**src/rtl/povPkg.sv**
```systemverilog
package povPkg;

  // Player position in UQ6.9
  // Six integer bits cover a 64 by 64 map and nine fraction bits give 1/512 of a cell
  typedef logic [14:0] uq6p9T;

  // Facing and view plane components in SQ2.9
  // The range is -2.0 up to just under 2.0, which leaves headroom above unit vectors
  typedef logic [10:0] sq2p9T;

  // Output format SQ12.12 as seen by the raycaster
  typedef logic [23:0] sq12p12T;

  // One SPI frame carries two positions followed by four direction components
  // Order on the wire is playerX, playerY, facingX, facingY, vplaneX, vplaneY, MSB first
  localparam int frameBits = 2 * $bits(uq6p9T) + 4 * $bits(sq2p9T);

  // Bit counter inside a frame that counts 0 to frameBits-1
  typedef logic [6:0] bitCountT;

  // Reset viewpoint

  // The player starts in the middle of map cell (1,1)
  // 1.5 in UQ6.9 is 1.5 * 512
  localparam uq6p9T playerInitX = 15'd768;
  localparam uq6p9T playerInitY = 15'd768;

  // Facing (0, 1.0) looks down the map in a top-down view
  localparam sq2p9T facingInitX = 11'd0;
  localparam sq2p9T facingInitY = 11'd512;

  // View plane (-0.5, 0) points left and gives a narrow but simple field of view
  // -0.5 is -256 in SQ2.9, stored as two's complement
  localparam sq2p9T vplaneInitX = 11'h700;
  localparam sq2p9T vplaneInitY = 11'd0;

endpackage

```
**src/rtl/povFrameIf.sv**
```systemverilog
`timescale 1ns/10ps

// One received viewpoint frame on its way from the SPI receiver to the register bank
interface povFrameIf;
  import povPkg::*;

  // Player position fields
  uq6p9T playerX;
  uq6p9T playerY;

  // Direction vector fields
  sq2p9T facingX;
  sq2p9T facingY;
  sq2p9T vplaneX;
  sq2p9T vplaneY;

  // Single-cycle pulse that marks the six fields as valid while it is high
  logic frameDone;

  // The SPI receiver assembles frames and drives everything
  modport sender (
    output playerX, playerY, facingX, facingY, vplaneX, vplaneY, frameDone
  );

  // The register bank always accepts, so there is no back-pressure signal
  modport receiver (
    input playerX, playerY, facingX, facingY, vplaneX, vplaneY, frameDone
  );

endinterface

```
**src/rtl/povRegisters.sv**
```systemverilog
`timescale 1ns/10ps

module povRegisters (
  input logic clk,
  input logic reset,
  input logic loadIfReady,
  povFrameIf.receiver frame,
  output povPkg::sq12p12T playerX,
  output povPkg::sq12p12T playerY,
  output povPkg::sq12p12T facingX,
  output povPkg::sq12p12T facingY,
  output povPkg::sq12p12T vplaneX,
  output povPkg::sq12p12T vplaneY
);
  import povPkg::*;

  // Fraction bits before and after widening
  localparam int inFracBits = 9;
  localparam int outFracBits = 12;
  localparam int fracPad = outFracBits - inFracBits;

  // Zero bits above a position and sign bits above a direction component
  localparam int posHiPad = $bits(sq12p12T) - $bits(uq6p9T) - fracPad;
  localparam int dirHiPad = $bits(sq12p12T) - $bits(sq2p9T) - fracPad;

  // Ready buffer, holding the newest complete frame
  uq6p9T bufPlayerX;
  uq6p9T bufPlayerY;
  sq2p9T bufFacingX;
  sq2p9T bufFacingY;
  sq2p9T bufVplaneX;
  sq2p9T bufVplaneY;

  // Set once any frame has arrived and never cleared by a load
  logic ready;

  // Live viewpoint seen by the renderer
  uq6p9T livePlayerX;
  uq6p9T livePlayerY;
  sq2p9T liveFacingX;
  sq2p9T liveFacingY;
  sq2p9T liveVplaneX;
  sq2p9T liveVplaneY;

  // Position is unsigned so it only needs zero padding on both sides
  function automatic sq12p12T widenPos(input uq6p9T value);
    return {{posHiPad{1'b0}}, value, {fracPad{1'b0}}};
  endfunction

  // Direction components keep their sign by repeating the top bit
  function automatic sq12p12T widenDir(input sq2p9T value);
    return {{dirHiPad{value[$bits(sq2p9T)-1]}}, value, {fracPad{1'b0}}};
  endfunction

  // Capture each completed frame
  always_ff @(posedge clk) begin
    if (frame.frameDone) begin
      bufPlayerX <= frame.playerX;
      bufPlayerY <= frame.playerY;
      bufFacingX <= frame.facingX;
      bufFacingY <= frame.facingY;
      bufVplaneX <= frame.vplaneX;
      bufVplaneY <= frame.vplaneY;
    end
  end

  always_ff @(posedge clk) begin
    if (reset) begin
      ready <= 1'b0;
    end else if (frame.frameDone) begin
      ready <= 1'b1;
    end
  end

  // Go live on request
  // A frame landing in the same cycle is not seen yet and the old buffer is copied
  always_ff @(posedge clk) begin
    if (reset) begin
      livePlayerX <= playerInitX;
      livePlayerY <= playerInitY;
      liveFacingX <= facingInitX;
      liveFacingY <= facingInitY;
      liveVplaneX <= vplaneInitX;
      liveVplaneY <= vplaneInitY;
    end else if (loadIfReady && ready) begin
      livePlayerX <= bufPlayerX;
      livePlayerY <= bufPlayerY;
      liveFacingX <= bufFacingX;
      liveFacingY <= bufFacingY;
      liveVplaneX <= bufVplaneX;
      liveVplaneY <= bufVplaneY;
    end
  end

  // Present the live registers as SQ12.12
  assign playerX = widenPos(livePlayerX);
  assign playerY = widenPos(livePlayerY);
  assign facingX = widenDir(liveFacingX);
  assign facingY = widenDir(liveFacingY);
  assign vplaneX = widenDir(liveVplaneX);
  assign vplaneY = widenDir(liveVplaneY);

  // The renderer only ever sees a new viewpoint on a granted load or out of reset
  assert property (@(posedge clk) disable iff (reset)
    !$past(reset) && !$past(loadIfReady && ready) |->
      $stable({livePlayerX, livePlayerY, liveFacingX, liveFacingY,
               liveVplaneX, liveVplaneY}));

endmodule

```
**src/rtl/povTop.sv**
```systemverilog
`timescale 1ns/10ps

module povTop #(
  parameter int syncStages = 2
) (
  input logic clk,
  input logic reset,
  // SPI receive pins from the host
  input logic sclk,
  input logic ssN,
  input logic mosi,
  // Vertical blank strobe from the render side
  input logic loadIfReady,
  // Live viewpoint in SQ12.12
  output povPkg::sq12p12T playerX,
  output povPkg::sq12p12T playerY,
  output povPkg::sq12p12T facingX,
  output povPkg::sq12p12T facingY,
  output povPkg::sq12p12T vplaneX,
  output povPkg::sq12p12T vplaneY
);

  // Completed frames travel from the receiver to the register bank here
  povFrameIf i_frameIf ();

  // Turns the SPI stream into one strobed frame every 74 bits
  spiFrameReceiver #(
    .syncStages(syncStages)
  ) i_receiver (
    .clk(clk),
    .reset(reset),
    .sclk(sclk),
    .ssN(ssN),
    .mosi(mosi),
    .frame(i_frameIf.sender)
  );

  // Double buffer where the newest frame waits until the renderer asks for it
  povRegisters i_registers (
    .clk(clk),
    .reset(reset),
    .loadIfReady(loadIfReady),
    .frame(i_frameIf.receiver),
    .playerX(playerX),
    .playerY(playerY),
    .facingX(facingX),
    .facingY(facingY),
    .vplaneX(vplaneX),
    .vplaneY(vplaneY)
  );

endmodule

```
**src/rtl/spiFrameReceiver.sv**
```systemverilog
`timescale 1ns/10ps

module spiFrameReceiver #(
  parameter int syncStages = 2
) (
  input logic clk,
  input logic reset,
  input logic sclk,
  input logic ssN,
  input logic mosi,
  povFrameIf.sender frame
);
  import povPkg::*;

  // Counter value while the final bit of a frame is being taken
  localparam bitCountT lastBit = bitCountT'(frameBits - 1);

  // SCLK carries one stage more than the others so that its last two stages show an edge
  logic [syncStages:0] sclkSync;
  logic [syncStages-1:0] ssNSync;
  logic [syncStages-1:0] mosiSync;

  // Synchronized views of the SPI pins
  logic sclkRise;
  logic ssActive;
  logic mosiBit;

  // Frame assembly state
  bitCountT bitCount;
  logic [frameBits-1:0] shiftReg;

  // High for one cycle once the shift register holds a complete frame
  logic frameFull;

  // Input synchronizers
  // The select line resets to inactive, so any SCLK activity before it settles is ignored
  always_ff @(posedge clk) begin
    if (reset) begin
      sclkSync <= '0;
      ssNSync <= '1;
    end else begin
      sclkSync <= {sclkSync[syncStages-1:0], sclk};
      ssNSync <= {ssNSync[syncStages-2:0], ssN};
    end
  end

  // MOSI synchronizer
  always_ff @(posedge clk) begin
    mosiSync <= {mosiSync[syncStages-2:0], mosi};
  end

  // A rising edge shows as a one in the newer stage and a zero in the older one
  assign sclkRise = sclkSync[syncStages-1] & ~sclkSync[syncStages];
  assign ssActive = ~ssNSync[syncStages-1];

  // MOSI comes out of a chain as deep as the SCLK stage that flags the edge
  // so the bit seen here is the level at the moment SCLK rose
  assign mosiBit = mosiSync[syncStages-1];

  // Bit counter
  // Dropping the select clears the count and throws away any partial frame
  // The count wraps after the last bit so frames may follow back to back
  always_ff @(posedge clk) begin
    if (reset) begin
      bitCount <= '0;
      frameFull <= 1'b0;
    end else if (!ssActive) begin
      bitCount <= '0;
      frameFull <= 1'b0;
    end else if (sclkRise) begin
      if (bitCount == lastBit) begin
        bitCount <= '0;
      end else begin
        bitCount <= bitCount + 1'b1;
      end
      frameFull <= (bitCount == lastBit);
    end else begin
      frameFull <= 1'b0;
    end
  end

  // Shift register that fills MSB first
  // The oldest bit ends up at the top as the first bit of playerX
  always_ff @(posedge clk) begin
    if (ssActive && sclkRise) begin
      shiftReg <= {shiftReg[frameBits-2:0], mosiBit};
    end
  end

  // Completion strobe
  // It is held back one cycle so the fields below are registered alongside it
  always_ff @(posedge clk) begin
    if (reset) begin
      frame.frameDone <= 1'b0;
    end else begin
      frame.frameDone <= frameFull;
    end
  end

  // Slice the finished frame into its six fields
  // These stay put until the next frame completes, even while new bits shift in
  always_ff @(posedge clk) begin
    if (frameFull) begin
      {frame.playerX, frame.playerY,
       frame.facingX, frame.facingY,
       frame.vplaneX, frame.vplaneY} <= shiftReg;
    end
  end

  // A completed frame is only ever flagged while the select is still active
  assert property (@(posedge clk) disable iff (reset)
    frame.frameDone |-> ssActive);

  // The counter never runs past the last bit of a frame
  assert property (@(posedge clk) disable iff (reset)
    bitCount <= lastBit);

endmodule

```
**config.mk**
```make
export PLATFORM = sky130hd
export DESIGN_NAME = povTop
export DESIGN_NICKNAME = d
export VERILOG_FILES = /design/src/rtl/povPkg.sv /design/src/rtl/povFrameIf.sv /design/src/rtl/povRegisters.sv /design/src/rtl/povTop.sv /design/src/rtl/spiFrameReceiver.sv
export SDC_FILE = /design/constraint.sdc
export NUM_CORES = 1
export LEC_CHECK = 0
export BUFFER_PORTS_ARGS = -buffer_cell sky130_fd_sc_hd__buf_2
export CAP_MARGIN = 40
export CORE_MARGIN = 2
export CORE_UTILIZATION = 55
export DETAILED_ROUTE_END_ITERATION = 8
export HOLD_SLACK_MARGIN = 0.05
export MAX_ROUTING_LAYER = met4
export PLACE_DENSITY = 0.79
export SYNTH_ARGS = -nofsm -noshare
export SYNTH_HDL_FRONTEND = slang
export SYNTH_SLANG_ARGS = --single-unit
```
**constraint.sdc**
```tcl
create_clock -name clk -period 4.85 [get_ports clk]
set_clock_uncertainty 0.1 [all_clocks]
set_input_delay 0.2425 -clock clk [delete_from_list [all_inputs] [get_ports clk]]
set_output_delay 0.2425 -clock clk [all_outputs]
set_load 0.05 [all_outputs]
```
# Word-level counts from Yosys, hierarchy flattened
# Index checks and enable logic that the tools add are counted.
totals:
  romBits: 0
  elab_cells: 37
  ramBits: 0
  input_bits: 6
  regBits: 313
  out_inout_bits: 144
  latchBits: 0
  n_memories: 0
op_classes:
  add_sub_neg: 1
  div: 0
  n_mux: 1
  eq_ne: 1
  shift: 0
  order_cmp: 0
  n_reduce_logical: 4
  bitwise: 4
  n_mul: 0
op_table:
  columns: ["operator", "n"]
  rows:
  - ["7-bit by 1-bit adder with 7-bit output (second input constant)", 1]
  - ["7-bit equality test (second input constant)", 1]
  - ["7-bit two-way mux", 1]
  - ["1-bit NOT", 3]
  - ["3-bit OR reduction", 1]
  - ["1-bit logical AND", 2]
  - ["2-bit OR reduction", 1]
  - ["1-bit bitwise AND", 1]

# Logic depth before layout (Yosys ltp)
depth:
  ltp_word: 4
  depth_mapped: 6
  mapped_depth_nobuf: 6

# Hierarchy
# From an unflattened synthesis, not the netlist that was laid out.
unflattened:
  hier_cells: 689
  hier_area_um2: 11094.4
by_module_without_submodules:
  columns: ["module", "area_per_inst_um2", "n_inst", "seq_area_each_um2", "cells_each"]
  rows:
  - ["povRegisters", 6053.3, 1, 3723.6, 477]
  - ["spiFrameReceiver", 5041.1, 1, 4764.6, 212]

# Worst setup path before layout
# No wires, ideal clock.
synth_timing:
  kind: "flip-flop to flip-flop"
  start: "register i_receiver.sclkSync[2]"
  end: "register i_receiver.shiftReg[0], enable pin"
  path_stages_with_launch: 4
  period_less_slack_ns: 4.272
  required_ns: 4.244
  path_slack_ns: 0.578
  n_path_buf: 1
  arrival_time_ns: 3.665
  setup_time_ns: 0.506
  path_cell_list: "dfxtp_1 -> nand2b_1 -> buf_2 -> nor2_1"
synth_via:
  elab_chain_len: 3
synth_rtl:
  columns: ["element", "line_no", "rtl"]
  rows:
  - ["from (decl)", "spiFrameReceiver.sv:19", "logic [syncStages:0] sclkSync;"]
  - ["from (signal assigned)", "spiFrameReceiver.sv:42", "sclkSync <= {sclkSync[syncStages-1:0], sclk};"]
  - ["1-bit NOT", "spiFrameReceiver.sv:53", "assign sclkRise = sclkSync[syncStages-1] & ~sclkSync[syncStages];"]
  - ["1-bit bitwise AND", "spiFrameReceiver.sv:53", null]
  - ["1-bit logical AND", "spiFrameReceiver.sv:85", "if (ssActive && sclkRise) begin"]
  - ["to (signal assigned)", "spiFrameReceiver.sv:86", "shiftReg <= {shiftReg[frameBits-2:0], mosiBit};"]
  - ["to (decl)", "spiFrameReceiver.sv:30", "logic [frameBits-1:0] shiftReg;"]
# No other way between the ends.
# A chain may end at the register's enable or synchronous reset.

# Worst setup path after layout
layout_timing:
  start: "register i_receiver.sclkSync[2]"
  end: "register i_receiver.shiftReg[47], enable pin"
# Same word-level chain as after synthesis.

==> flow_summary.json <==
{
  "yosysUniqueCellTypes": 27,
  "hold_viol_final": 0,
  "min_from": "reset",
  "antenna_cells": 0,
  "setup_violations": 0,
  "switching_share": 0.194,
  "postCtsResizedCells": 0,
  "synthCells": 683,
  "p_sw_uw": 969,
  "syn_area_per_cell_um2": 15.2,
  "synth_edf_count": 222,
  "r2r-start": "i_receiver.sclkSync[2]",
  "hold_path.class": "input pin to flop",
  "status": "finished, final reports clean",
  "fin_nets": 782,
  "synth_common_cells": "edfxtp_1 (222), nand2_1 (155), dfxtp_1 (91)",
  "top_usage_layer": "met2",
  "grt_util_met2": 0.272,
  "min_period_ns": 2.31,
  "layout-drive-gt1-share": 0.215,
  "p_per_area_nw_per_um2": 425,
  "async_flop_share": 0,
  "hpwl_um": 9290,
  "grt_max_degree": 75,
  "vias": 5159,
  "clkSinkCount": 313,
  "path_max_fanout": 41,
  "use_met1": 0.213,
  "wl_per_cell_um": 16.1,
  "min_to": "i_registers.liveFacingY[3]",
  "regToRegSetupSlack_ns": 2.54,
  "yosysSeqAreaShare": 0.819,
  "avgViaCountPerCell": 5.01,
  "pre_cts_ws_ns": 2.51,
  "crit_required_ns": 4.92,
  "die-area_um2": 20000,
  "coreArea_um2": 18600,
  "clk_latency_ns": 0.54,
  "dr.pass1.iters": 4,
  "drtAntennaViolNets": 0,
  "synth_flop_cell": "edfxtp_1",
  "p_seq_frac": 0.567,
  "grt_pass1_wl_um": 25800,
  "io_pins": 150,
  "netlist.area_leader.share": 0.643,
  "area_growth_pct": 13.5,
  "clockBufferDepth": 3,
  "wirelength_um": 16600,
  "p_int_uw": 4030,
  "cp.arrival_ns": 2.38,
  "path_class": "flop to flop",
  "yosys.area.top_type": "edfxtp_1",
  "drtIter0Drc": 424,
  "syn_area_um2": 10400,
  "relSlewSlack": 0.482,
  "synth-seq-cells": 313,
  "endpoint_kind": "flop",
  "maxCapViolations": 0,
  "hold_slack_ns": 0.0749,
  "max_freq_mhz": 433,
  "std_cell_rows": 50,
  "p_comb_frac": 0.015,
  "drc_errors": 0,
  "max-vdd-ir-drop_uv": 262,
  "cp-start-kind": "flop",
  "finalPower_uw": 5000,
  "fin_cells": 1030,
  "whs_path_depth": 2,
  "port_buffers": 119,
  "r2r_cells": 4,
  "grt_overflow": 0,
  "synth-warning-count": 0,
  "antenna_found_initial": 0,
  "cts_tree": "done",
  "root_buffer": "clkbuf_16",
  "grt.met3_usage": 0.0510,
  "die_width_um": 141,
  "clk_pin_slew_ns": 0.06,
  "routabilityCongestion": 0.743,
  "start_util": 0.558,
  "dp_cells": 975,
  "cts_made_buffers": 28,
  "worstReg2RegEnd": "i_receiver.shiftReg[47]",
  "slew_viol_final": 0,
  "post_cts_buffers": 0,
  "worst_pin_slew_ns": 0.777,
  "tns_ns": 0,
  "grt_use_total": 0.171,
  "post-route-period-util": 0.476,
  "cts_max_level": 1,
  "synth.area.top_cells": "edfxtp_1 (64%), dfxtp_1 (18%), nand2_1 (5.6%)",
  "yosysMostFrequentCell": "edfxtp_1",
  "clock_power_share": 0.418,
  "rsz0062_at_grt": "false",
  "fin_ws_ns": 2.54,
  "power.leakage_uw": 0.00410,
  "die_height_um": 141,
  "first_global_vias": 4975
}
-- per-stage QoR --
stage          utilization  area [um2]
6_report             0.633       11800
3_5_place_dp         0.584       10900
3_3_place_gp         0.580       10800
4_1_cts              0.633       11800
2_1_floorplan            -       10500
5_1_grt              0.633       11800
-- registers in the layout, indices dropped and copies added, names as in the netlist, 15 cells and up --
signal and count:
i_registers.livePlayerX 15, i_registers.bufPlayerX 15, i_receiver.frame.playerX 15, i_receiver.frame.playerY 15, i_receiver.shiftReg 74, i_registers.livePlayerY 15, i_registers.bufPlayerY 15
-- timing repair --
| action | 4_1_cts | 5_1_grt |
|---|---|---|
| setup endpoints to repair | 0 | 0 |
| hold endpoints to repair | 3 | 0 |
| hold buffers | 3 | 0 |
-- power by group through the flow --
stage / Combinational [uW] / Clock (uW) / Sequential [uW]
6_report: 75.1 / 2090 / 2830
2_1_floorplan: 83.6 / 0 / 2890
4_1_cts: 74.3 / 2130 / 2830
5_1_grt: 78.8 / 2240 / 2830
3_3_place_gp: 71.1 / 0 / 2890
3_5_place_dp: 72.0 / 0 / 2890
-- worst max-delay path, stage by stage, from the launching register on --
cell	delay, ns
dfxtp_1	0.30
nand2b_1	0.31
nor2_4	0.53
buf_16	0.23
buf_4	0.45
-- placed cells by master (no fill, tap or decap), types with 4 or more instances in the layout --
cell,n
a21oi_1,71
conb_1,30
nand3b_1,9
nor3_1,4
buf_4,4
buf_2,119
nor2b_1,5
clkbuf_1,6
nand2_1,154
clkbuf_16,29
edfxtp_1,222
nor2_1,5
dfxtp_1,89
clkinv_2,6
clkinv_1,6
-- how the worst max path moves through the flow --
stage,start,endpoint,cells after the start
global route,i_receiver.sclkSync[2],i_receiver.shiftReg[47],4
finish,i_receiver.sclkSync[2],i_receiver.shiftReg[47],4
global placement,i_receiver.sclkSync[2],i_receiver.shiftReg[45],3
floorplan,i_receiver.sclkSync[2],i_receiver.shiftReg[0],3
CTS,i_receiver.sclkSync[2],i_receiver.shiftReg[3],4
detailed placement,i_receiver.sclkSync[2],i_receiver.shiftReg[55],4
-- layout make-up --
| class | instances | area (um2) |
|---|---|---|
| flip-flops and latches | 313 | 8500 |
| fillers | 1293 | 6820 |
| multi-input cells | 301 | 1350 |
| clock buffers | 38 | 790 |
| repair buffers | 129 | 738 |
| well taps | 234 | 293 |
| clock inverters | 14 | 90.1 |
| inverters | 1 | 3.75 |
-- metal layers --
metal  wire [um]  up-vias
li1            -     2462
met1        6960     2510
met2        8040      153
met3        1230       34
met4         340        0
met5           0        -
-- logic make-up after synthesis --
family / share of synthesized area
fa+ha+maj: 0.00241
compound gates: 0.0359
buf+inv: 0.0619
flops: 0.819
xor+xnor: 0.00169
simple gates: 0.0785
other cells: 0.000362
Note: power is estimated with default switching activity, not from simulation.
